### config.mk
export PLATFORM = sky130hd
export DESIGN_NAME = mem_subsys_top
export DESIGN_NICKNAME = d
export VERILOG_FILES = /design/src/cpu_mem_pkg.sv /design/src/mem_port_if.sv /design/src/bus_arbiter.sv /design/src/fetch_port.sv /design/src/load_store_unit.sv /design/src/mem_subsys_top.sv /design/src/reset_stretch.sv
export SDC_FILE = /design/constraint.sdc
export NUM_CORES = 1
export LEC_CHECK = 0
export BUFFER_PORTS_ARGS = -buffer_cell sky130_fd_sc_hd__buf_2
export CORE_AREA = 2 2 134 136
export CTS_CLUSTER_DIAMETER = 40
export DETAILED_ROUTE_END_ITERATION = 7
export DIE_AREA = 0 0 136 138
export GPL_ROUTABILITY_DRIVEN = 0
export MAX_ROUTING_LAYER = met4
export PLACE_DENSITY = 0.75
export SYNTH_ARGS = -nofsm -noshare
export SYNTH_HDL_FRONTEND = slang
export SYNTH_SLANG_ARGS = --single-unit
### constraint.sdc
create_clock -name Clk -period 4.95 [get_ports Clk]
set_clock_uncertainty 0.15 [all_clocks]
set_input_delay 0.99 -clock Clk [delete_from_list [all_inputs] [get_ports Clk]]
set_output_delay 0.99 -clock Clk [all_outputs]
set_load 0.005 [all_outputs]
### src/cpu_mem_pkg.sv
package cpu_mem_pkg;

    localparam int ADDR_W = 32;
    localparam int DATA_W = 32;
    localparam int STRB_W = 4;

    // Core reset stays asserted this many cycles after the external reset ends
    localparam int RESET_HOLD_CYCLES = 16;
    localparam int RESET_CNT_W = $clog2(RESET_HOLD_CYCLES + 1);

    typedef logic [DATA_W-1:0] word_t;

    typedef enum logic [2:0] {
        LB,
        LH,
        LW,
        LBU,
        LHU,
        SB,
        SH,
        SW
    } mem_op_e;

    // Same encoding as the size field of the external bus
    typedef enum logic [1:0] {
        SIZE_BYTE = 2'd0,
        SIZE_HALF = 2'd1,
        SIZE_WORD = 2'd2
    } mem_size_e;

    typedef enum logic [1:0] {
        PORT_IDLE,
        PORT_WAIT // Waiting for the grant, the handshake or the response
    } port_state_e;

    typedef enum logic [1:0] {
        ARB_IDLE,
        ARB_INST,
        ARB_DATA
    } arb_state_e;

endpackage

### src/mem_port_if.sv
`timescale 1ns/1ps

interface mem_port_if import cpu_mem_pkg::*; ();

    logic              valid;
    logic              ready;
    logic [ADDR_W-1:0] addr;
    logic              write;
    word_t             wdata;
    logic [STRB_W-1:0] wstrb;
    mem_size_e         size;
    logic              rvalid; // One-cycle strobe, also the write acknowledge
    word_t             rdata;

    modport requester (
        output valid, addr, write, wdata, wstrb, size,
        input  ready, rvalid, rdata
    );

    modport arbiter (
        input  valid, addr, write, wdata, wstrb, size,
        output ready, rvalid, rdata
    );

endinterface

### src/bus_arbiter.sv
`timescale 1ns/1ps

module bus_arbiter import cpu_mem_pkg::*; (
    input  logic              Clk,
    input  logic              i_rst,
    mem_port_if.arbiter       inst_port,
    mem_port_if.arbiter       data_port,
    output logic              o_bus_valid,
    input  logic              i_bus_ready,
    output word_t             o_bus_addr,
    output logic              o_bus_write,
    output word_t             o_bus_wdata,
    output logic [STRB_W-1:0] o_bus_wstrb,
    output mem_size_e         o_bus_size,
    input  logic              i_bus_rvalid,
    input  word_t             i_bus_rdata
);

    arb_state_e state;
    logic       sel_data;
    logic       sel_inst;

    // In idle the choice is combinational so a request reaches the bus at once
    assign sel_data = (state == ARB_DATA) || (state == ARB_IDLE && data_port.valid);
    assign sel_inst = (state == ARB_INST) ||
                      (state == ARB_IDLE && !data_port.valid && inst_port.valid);

    always_comb begin
        if (sel_data) begin
            o_bus_valid = data_port.valid;
            o_bus_addr  = data_port.addr;
            o_bus_write = data_port.write;
            o_bus_wdata = data_port.wdata;
            o_bus_wstrb = data_port.wstrb;
            o_bus_size  = data_port.size;
        end else begin
            o_bus_valid = sel_inst && inst_port.valid;
            o_bus_addr  = inst_port.addr;
            o_bus_write = inst_port.write;
            o_bus_wdata = inst_port.wdata;
            o_bus_wstrb = inst_port.wstrb;
            o_bus_size  = inst_port.size;
        end
    end

    assign data_port.ready  = sel_data && i_bus_ready;
    assign inst_port.ready  = sel_inst && i_bus_ready;
    assign data_port.rvalid = (state == ARB_DATA) && i_bus_rvalid;
    assign inst_port.rvalid = (state == ARB_INST) && i_bus_rvalid;
    assign data_port.rdata  = i_bus_rdata;
    assign inst_port.rdata  = i_bus_rdata;

    // The owner keeps the bus through any stall until its response returns
    always_ff @(posedge Clk) begin
        if (i_rst) begin
            state <= ARB_IDLE;
        end else begin
            case (state)
                ARB_IDLE: begin
                    if (data_port.valid) begin
                        state <= ARB_DATA;
                    end else if (inst_port.valid) begin
                        state <= ARB_INST;
                    end
                end
                ARB_INST, ARB_DATA: begin
                    if (i_bus_rvalid) begin
                        state <= ARB_IDLE;
                    end
                end
                default: state <= ARB_IDLE;
            endcase
        end
    end

endmodule

### src/fetch_port.sv
`timescale 1ns/1ps

module fetch_port import cpu_mem_pkg::*; (
    input  logic  Clk,
    input  logic  i_rst,
    input  logic  i_fetch_req,
    input  word_t i_fetch_pc,
    output word_t o_fetch_instr,
    output logic  o_fetch_done,
    mem_port_if.requester bus
);

    port_state_e state;
    logic        valid_q;
    word_t       pc_q;

    // Fetch is always a plain word read
    assign bus.valid = valid_q;
    assign bus.addr  = pc_q;
    assign bus.write = 1'b0;
    assign bus.wdata = '0;
    assign bus.wstrb = '1;
    assign bus.size  = SIZE_WORD;

    always_ff @(posedge Clk) begin
        if (i_rst) begin
            state        <= PORT_IDLE;
            valid_q      <= 1'b0;
            o_fetch_done <= 1'b0;
        end else begin
            o_fetch_done <= 1'b0;
            case (state)
                PORT_IDLE: begin
                    if (i_fetch_req) begin
                        state   <= PORT_WAIT;
                        valid_q <= 1'b1;
                    end
                end
                PORT_WAIT: begin
                    if (valid_q && bus.ready) begin
                        valid_q <= 1'b0;
                    end
                    if (bus.rvalid) begin
                        state        <= PORT_IDLE;
                        o_fetch_done <= 1'b1;
                    end
                end
                default: state <= PORT_IDLE;
            endcase
        end
    end

    always_ff @(posedge Clk) begin
        if (state == PORT_IDLE && i_fetch_req) begin
            pc_q <= i_fetch_pc;
        end
        if (state == PORT_WAIT && bus.rvalid) begin
            o_fetch_instr <= bus.rdata;
        end
    end

endmodule

### src/load_store_unit.sv
`timescale 1ns/1ps

module load_store_unit import cpu_mem_pkg::*; (
    input  logic    Clk,
    input  logic    i_rst,
    input  logic    i_mem_req,
    input  mem_op_e i_mem_op,
    input  word_t   i_mem_addr,
    input  word_t   i_mem_wdata,
    output word_t   o_mem_rdata,
    output logic    o_mem_done,
    output logic    o_mem_error,
    mem_port_if.requester bus
);

    port_state_e       state;
    logic              valid_q;
    logic              err_pend; // Misaligned request, answered without the bus
    mem_op_e           op_q;
    word_t             addr_q;
    word_t             wdata_q;
    logic [STRB_W-1:0] strb_q;
    mem_size_e         size_q;
    logic              write_q;

    mem_size_e         req_size;
    logic              req_store;
    logic              req_misaligned;
    logic [STRB_W-1:0] req_strb;
    word_t             req_wdata;
    word_t             lane_data;
    word_t             load_data;

    always_comb begin
        case (i_mem_op)
            LB, LBU, SB: req_size = SIZE_BYTE;
            LH, LHU, SH: req_size = SIZE_HALF;
            default:     req_size = SIZE_WORD;
        endcase
    end

    assign req_store = (i_mem_op == SB) || (i_mem_op == SH) || (i_mem_op == SW);
    assign req_misaligned = ((req_size == SIZE_HALF) && i_mem_addr[0]) ||
                            ((req_size == SIZE_WORD) && (i_mem_addr[1:0] != 2'b00));

    // Little-endian lanes, narrow store data is copied into every lane
    always_comb begin
        case (req_size)
            SIZE_BYTE: begin
                req_strb  = STRB_W'(1) << i_mem_addr[1:0];
                req_wdata = {4{i_mem_wdata[7:0]}};
            end
            SIZE_HALF: begin
                req_strb  = STRB_W'(4'b0011) << {i_mem_addr[1], 1'b0};
                req_wdata = {2{i_mem_wdata[15:0]}};
            end
            default: begin
                req_strb  = '1;
                req_wdata = i_mem_wdata;
            end
        endcase
    end

    assign lane_data = bus.rdata >> {addr_q[1:0], 3'b000};

    always_comb begin
        case (op_q)
            LB:      load_data = {{24{lane_data[7]}}, lane_data[7:0]};
            LBU:     load_data = {24'd0, lane_data[7:0]};
            LH:      load_data = {{16{lane_data[15]}}, lane_data[15:0]};
            LHU:     load_data = {16'd0, lane_data[15:0]};
            LW:      load_data = bus.rdata;
            default: load_data = '0; // Stores return zero
        endcase
    end

    assign bus.valid = valid_q;
    assign bus.addr  = addr_q;
    assign bus.write = write_q;
    assign bus.wdata = wdata_q;
    assign bus.wstrb = strb_q;
    assign bus.size  = size_q;

    always_ff @(posedge Clk) begin
        if (i_rst) begin
            state       <= PORT_IDLE;
            valid_q     <= 1'b0;
            err_pend    <= 1'b0;
            o_mem_done  <= 1'b0;
            o_mem_error <= 1'b0;
        end else begin
            o_mem_done  <= 1'b0;
            o_mem_error <= 1'b0;
            case (state)
                PORT_IDLE: begin
                    if (i_mem_req) begin
                        state    <= PORT_WAIT;
                        valid_q  <= !req_misaligned;
                        err_pend <= req_misaligned;
                    end
                end
                PORT_WAIT: begin
                    if (err_pend) begin
                        state       <= PORT_IDLE;
                        err_pend    <= 1'b0;
                        o_mem_done  <= 1'b1;
                        o_mem_error <= 1'b1;
                    end else begin
                        if (valid_q && bus.ready) begin
                            valid_q <= 1'b0;
                        end
                        if (bus.rvalid) begin
                            state      <= PORT_IDLE;
                            o_mem_done <= 1'b1;
                        end
                    end
                end
                default: state <= PORT_IDLE;
            endcase
        end
    end

    always_ff @(posedge Clk) begin
        if (state == PORT_IDLE && i_mem_req) begin
            op_q    <= i_mem_op;
            addr_q  <= i_mem_addr;
            wdata_q <= req_wdata;
            strb_q  <= req_strb;
            size_q  <= req_size;
            write_q <= req_store;
        end
        if (state == PORT_WAIT && err_pend) begin
            o_mem_rdata <= '0;
        end else if (state == PORT_WAIT && bus.rvalid) begin
            o_mem_rdata <= load_data;
        end
    end

endmodule

### src/mem_subsys_top.sv
`timescale 1ns/1ps

module mem_subsys_top import cpu_mem_pkg::*; (
    input  logic              Clk,
    input  logic              Myreset,
    input  logic              i_fetch_req,
    input  word_t             i_fetch_pc,
    output word_t             o_fetch_instr,
    output logic              o_fetch_done,
    input  logic              i_mem_req,
    input  mem_op_e           i_mem_op,
    input  word_t             i_mem_addr,
    input  word_t             i_mem_wdata,
    output word_t             o_mem_rdata,
    output logic              o_mem_done,
    output logic              o_mem_error,
    output logic              o_core_rst,
    output logic              o_bus_valid,
    input  logic              i_bus_ready,
    output word_t             o_bus_addr,
    output logic              o_bus_write,
    output word_t             o_bus_wdata,
    output logic [STRB_W-1:0] o_bus_wstrb,
    output mem_size_e         o_bus_size,
    input  logic              i_bus_rvalid,
    input  word_t             i_bus_rdata
);

    mem_port_if if_inst ();
    mem_port_if if_data ();

    reset_stretch u_reset_stretch (
        .Clk        (Clk),
        .Myreset    (Myreset),
        .o_core_rst (o_core_rst)
    );

    fetch_port u_fetch_port (
        .Clk           (Clk),
        .i_rst         (o_core_rst),
        .i_fetch_req   (i_fetch_req),
        .i_fetch_pc    (i_fetch_pc),
        .o_fetch_instr (o_fetch_instr),
        .o_fetch_done  (o_fetch_done),
        .bus           (if_inst)
    );

    load_store_unit u_load_store_unit (
        .Clk         (Clk),
        .i_rst       (o_core_rst),
        .i_mem_req   (i_mem_req),
        .i_mem_op    (i_mem_op),
        .i_mem_addr  (i_mem_addr),
        .i_mem_wdata (i_mem_wdata),
        .o_mem_rdata (o_mem_rdata),
        .o_mem_done  (o_mem_done),
        .o_mem_error (o_mem_error),
        .bus         (if_data)
    );

    bus_arbiter u_bus_arbiter (
        .Clk          (Clk),
        .i_rst        (o_core_rst),
        .inst_port    (if_inst),
        .data_port    (if_data),
        .o_bus_valid  (o_bus_valid),
        .i_bus_ready  (i_bus_ready),
        .o_bus_addr   (o_bus_addr),
        .o_bus_write  (o_bus_write),
        .o_bus_wdata  (o_bus_wdata),
        .o_bus_wstrb  (o_bus_wstrb),
        .o_bus_size   (o_bus_size),
        .i_bus_rvalid (i_bus_rvalid),
        .i_bus_rdata  (i_bus_rdata)
    );

endmodule

### src/reset_stretch.sv
`timescale 1ns/1ps

module reset_stretch import cpu_mem_pkg::*; (
    input  logic Clk,
    input  logic Myreset,
    output logic o_core_rst
);

    logic [RESET_CNT_W-1:0] hold_cnt;

    // The counter runs only while the core reset is still held
    always_ff @(posedge Clk) begin
        if (Myreset) begin
            hold_cnt   <= '0;
            o_core_rst <= 1'b1;
        end else if (o_core_rst) begin
            hold_cnt <= hold_cnt + 1'b1;
            if (hold_cnt == RESET_CNT_W'(RESET_HOLD_CYCLES - 1)) begin
                o_core_rst <= 1'b0; // Low from the cycle after the last held one
            end
        end
    end

endmodule

-- Word level (Yosys, flattened, before mapping)
Cells that the tools add are included.
- $add $sub $neg: 1
- shift operators: 3
- bitwise logic cells: 2
- equality and inequality tests: 26
- muxes and demuxes: 36
- reduce and logical (&&, ||, !) cells: 44
- operators with widths (operator ; count):
    $pmux 32 s5 ; 1
    $mux 32 ; 2
    $pmux 32 s2 ; 1
    $shr 32x5->16 ; 1
    $mux 2 ; 9
    $logic_and 1x1->1 ; 17
    $pmux 2 s2 ; 4
    $eq 3x3->1 const B ; 5
    $mux 1 ; 14
    $eq 3x2->1 const B ; 3
    $eq 2x1->1 const B ; 4
    $logic_not 2->1 ; 4
    $ne 2x2->1 const B ; 4
    $pmux 4 s2 ; 1
    $reduce_and 2->1 ; 4
    $eq 3x1->1 const B ; 2
    $logic_not 3->1 ; 2
    $ne 2x1->1 const B ; 3
    $pmux 1 s2 ; 3
    $reduce_bool 2->1 ; 3
    $reduce_or 2->1 ; 3
    $reduce_or 3->1 ; 2
    $add 5x1->5 const B ; 1
    $eq 5x4->1 const B ; 1
    11 further kinds ; 18
- logic and storage cells: 132
- register bits: 188
- output and inout bits: 140

-- Depth between registers and ports, before layout
- depth in word-level cells: 9
- depth in mapped cells: 8
- gate-level depth less buffers: 6

-- Cells and area by module
From an unflattened synthesis, not the netlist that was laid out.
- cells, all modules: 644
- area, all modules: 8863.5 um^2
- modules (own cells, without submodules) (module ; instances ; area each (um^2) ; seq. area each (um^2) ; cells an instance):
    load_store_unit ; 1 ; 4683.2 ; 2962.8 ; 335
    fetch_port ; 1 ; 2346.0 ; 1981.9 ; 116
    bus_arbiter ; 1 ; 1549.0 ; 40.0 ; 167
    reset_stretch ; 1 ; 285.3 ; 120.1 ; 26

-- Worst setup path before layout
Ideal clock, no wire load.
- kind: input -> register
- start: input i_mem_req
- end: register u_load_store_unit.valid_q (netlist: u_load_store_unit.bus.valid)
- data required time: 4.727 ns
- stages: 2
- data arrival time: 4.789 ns
- path buffers: 0
- setup slack: -0.062 ns
- cells stage by stage: nor2b_1 -> a31o_2
- longest elaborated chain between the ends: 2
- RTL lines (element ; RTL line ; text):
    from (decl) ; mem_subsys_top.sv:10 ; input logic i_mem_req,
    $ne 2x2->1 (no line) ; -- ;
    $reduce_and 4->1 (no line) ; -- ;
    to (signal assigned) ; load_store_unit.sv:98 ; valid_q <= !req_misaligned;
    to (decl) ; load_store_unit.sv:17 ; logic valid_q;
No other way between the ends.
A chain may end at the register's enable or synchronous reset.

-- Final worst setup path
- start: register u_bus_arbiter.state[0]
- end: output o_bus_wstrb[3]
- longest elaborated chain between the ends: 4
- elaborated cells between the ends (all ways): 5
- classes of those cells: eq/ne (1); mux (1); reduce/logical (3)
- RTL lines (element ; RTL line ; text):
    from (decl) ; bus_arbiter.sv:19 ; arb_state_e state;
    from (signal assigned) ; bus_arbiter.sv:56 ; state <= ARB_IDLE;
    from (signal assigned) ; bus_arbiter.sv:61 ; state <= ARB_DATA;
    from (signal assigned) ; bus_arbiter.sv:63 ; state <= ARB_INST;
    $logic_not 2->1 ; bus_arbiter.sv:24 ; assign sel_data = (state == ARB_DATA) || (state == ARB_IDLE && data_port.valid);
    $logic_and 1x1->1 ; bus_arbiter.sv:24 ;
    $logic_or 1x1->1 (*) ; bus_arbiter.sv:24 ;
    $mux 4 (*) ; bus_arbiter.sv:29 ; if (sel_data) begin
    to (decl) ; mem_subsys_top.sv:23 ; output logic [STRB_W-1:0] o_bus_wstrb,
Mark *: on every way between the ends. The rest lies on a longest branch, timed or not.

==> metrics.cfg <==
[status]
run_status=completed

[layout]
num-nets-final=955
final_cells=1056
fraction_of_final_layout_cells_with_drive_strength_greater_than_1_pct=46.1
fillCellCount=1468
synthToLayoutAreaGrowth_pct=29.4

[power]
fin_total_pwr_mw=3.30
cellPowerDensity_nw_per_um2=334
max-vdd-ir-drop_v=0.000235
p_leak_nw=4.15

[timing]
layout_worst_path_cycle_share_pct=78.2
fmaxAchievable_mhz=258
setup_tns_ns=0
rsz0062_at_grt=no
setup_viol=0
finalWorstPathRequiredPeriod_ns=3.87
max_slew.worst_pin.slew_ns=1.17
worst_case_headroom_to_the_max_slew_limit_pct=22.1
pins_over_their_slew_limit=0
hold_violations_final=0

[logic_synthesis]
share_of_synthesized_registers_carrying_an_async_set_or_reset_pct=0
number_of_library_cell_types_mapped_by_synthesis=51
net_count_after_synthesis=678
synthesis.instances=536
dominantRegCellSynth=edfxtp_1
seq_area_frac_synth_pct=66.9
most_instantiated_cells_after_synthesis=edfxtp_1 (138), dfxtp_1 (48), mux2_2 (48)
postSynthAreaPerCell_um2=14.2
synth.top_cells.by_area=edfxtp_1 (54%), dfxtp_1 (13%), mux2_2 (7.1%)
synth-edff-count=138
synth.cell_area_um2=7640
synth-seq-cells=186
yosysWarnings=0
yosys.cell_count.top_type=edfxtp_1
post-synth-top-area-cell=edfxtp_1
post-synth-top-area-fraction_pct=54.3

[detailed_routing]
vias=5514
wl_met3_um=1660
drt.antenna.violating_nets=0
maxUsedRoutingLayer=met4
postRouteWirelength_um=18800
wl_met1_um=7690
avgViaCountPerCell=5.22
drt-initial-drc-count=289
post_drt_wl_per_cell_um=17.8
firstDrtPassIters=5
dr_wl_met2_um=8990
route.detailed.drc=0

[grt]
global_route_wire_length_before_repair_um=28100
grt_antenna_before_repair=1
groute.usage.overall_pct=20.2
grt_max_degree=37
grt_pass1_vias=5417
grt-ovfl-total=0

[cts]
clock_tree.buffer_depth=2
total_setup_buffers_inserted_after_cts=0
cts.sink_count=186
htree_levels=4
clk_transition_reported_paths_ns=0.07
cts.hold.buffers_added=0
tritoncts=built
tritoncts.num_buffers=17
worstSkewPairLatency_ns=0.42
cts-resized-gates=0
clk_root_buffer_cell=clkbuf_16

[setup_path]
startpoint=u_bus_arbiter.state[0]
r2r_startpoint=u_load_store_unit.bus.addr[1]
peak_per_stage_delay_on_the_critical_path_ns=0.91
crit_family=compound AO/OA/AOI/OAI gates
critPathArrivalTime_ns=2.73
worst_path_max_delay_cell=a21oi_4
start_kind=flip-flop
timing.critical_path.buf_inv=3
endpoint_kind=primary output
critical_path_peak_fanout=36
crit_type=flip-flop to primary output
required_ns=3.81
cp_cell_sequence=inv_1, ha_1, a21oi_4, buf_4, or2_2, buf_2

[die]
die_width_um=136
std_cell_rows=49
die_h_um=138
initial_core_util_pct=43.5
io-pin-count=277
core_area_um2=17500
floorplan.die_area_um2=18800

[worst_hold_path]
timing.hold.worst.start=u_load_store_unit.o_mem_rdata[1]
hp-class=flip-flop to flip-flop

[placed_design]
dp_hpwl_um=13600
numPortBuffers=276
numPlacedInstances=1023

[run]
cap_violations=0

[state kept, by name, indices dropped and copies added (netlist names)]
name,flops
u_load_store_unit.bus.write,1
u_bus_arbiter.state,2
u_load_store_unit.err_pend,1
u_load_store_unit.bus.addr,32
u_fetch_port.bus.addr,32
u_fetch_port.bus.valid,1
u_load_store_unit.op_q,3
u_load_store_unit.bus.wstrb,4
u_fetch_port.state,1
u_fetch_port.o_fetch_done,1
u_load_store_unit.bus.valid,1
u_fetch_port.o_fetch_instr,32
u_load_store_unit.bus.wdata,32
u_load_store_unit.bus.size,2
u_load_store_unit.o_mem_rdata,32
u_reset_stretch.hold_cnt,5
u_reset_stretch.o_core_rst,1
u_load_store_unit.o_mem_done,1
u_load_store_unit.o_mem_error,1
u_load_store_unit.state,1
[logic make-up after synthesis]
kind of cell / count (synthesis) / synth area share [%]
flip-flops: 186 / 66.9
AO/OA/AOI/OAI: 105 / 10.5
multiplexers: 69 / 9.90
XOR/XNOR: 5 / 0.573
adder cells (fa/ha/maj): 5 / 0.819
buffers and inverters: 38 / 2.08
AND/OR/NAND/NOR: 128 / 9.31
[metrics by stage]
step | setup WS, ns | area, um2 | hold slack, ns | utilization, %
2_1_floorplan | 1.34 | 7640 | 0.319 | -
3_3_place_gp | 1.52 | 9290 | 0.310 | 53.0
3_5_place_dp | 1.39 | 9290 | 0.306 | 53.0
4_1_cts | 0.907 | 9880 | 0.326 | 56.3
5_1_grt | 0.852 | 9880 | 0.349 | 56.3
6_report | 1.08 | 9880 | 0.326 | 56.3
[cell type report]
cell class                      instances  area, um2  share of cell area [%]
Sequential cell                       186       5100                    51.7
Timing Repair Buffer                  285       1450                    14.7
Clock inverter                         15        165                    1.67
Antenna cell                            1       2.50                  0.0253
Inverter                               11       41.3                   0.418
Multi-Input combinational cell        312       2400                    24.3
Tap cell                              229        287                    2.90
Clock buffer                           17        425                    4.31
[per-layer routing]
layer / GRT usage (%) / up-vias
li1: - / 2605
met5: - / -
met4: 7.68 / 0
met1: 24.5 / 2604
met3: 5.43 / 24
met2: 32.2 / 281
[path summary, 6_finish.rpt]
kind                                       endpoint  slack (ns)  depth (start not counted)
setup / recovery                     o_bus_wstrb[3]        1.08                          6
hold reg to reg    u_load_store_unit.o_mem_rdata[1]        0.33                          2
hold / removal     u_load_store_unit.o_mem_rdata[1]        0.33                          2
setup reg to reg  u_load_store_unit.o_mem_rdata[31]        2.39                          4
[layout by cell type (no fill, tap or decap), types with 3 or more instances in the layout]
| master | instances |
|---|---|
| mux2i_1 | 20 |
| a22oi_1 | 14 |
| nor2b_1 | 41 |
| ha_1 | 5 |
| o211ai_1 | 6 |
| o31ai_1 | 7 |
| clkinv_4 | 5 |
| buf_2 | 276 |
| a21oi_1 | 15 |
| and3_1 | 4 |
| a221o_1 | 24 |
| o21a_1 | 3 |
| a211oi_1 | 9 |
| and2_1 | 8 |
| a32oi_1 | 3 |
| inv_1 | 10 |
| xor2_1 | 4 |
| nand2_1 | 10 |
| nor2_1 | 33 |
| buf_4 | 9 |
| or2_2 | 6 |
| nor3_1 | 5 |
| mux2_2 | 48 |
| edfxtp_1 | 138 |
| nand2b_1 | 7 |
| inv_8 | 4 |
| dfxtp_1 | 48 |
| clkbuf_16 | 17 |
| o21ai_0 | 9 |
| clkinv_8 | 4 |
[worst min-delay path: cells and delay by family, from the launching register on]
kind	cells	cell delay, ns
compound gates	2	0.12
flops	1	0.33
[report_power, final]
part	total, mW	switching [mW]	internal (mW)	leakage [nW]
clock network	1.31	0.640	0.675	0.284
logic	0.225	0.115	0.111	2.15
registers	1.76	0.0236	1.74	1.71
total	3.30	0.778	2.53	4.15
Power figures use the tool's default switching activity.
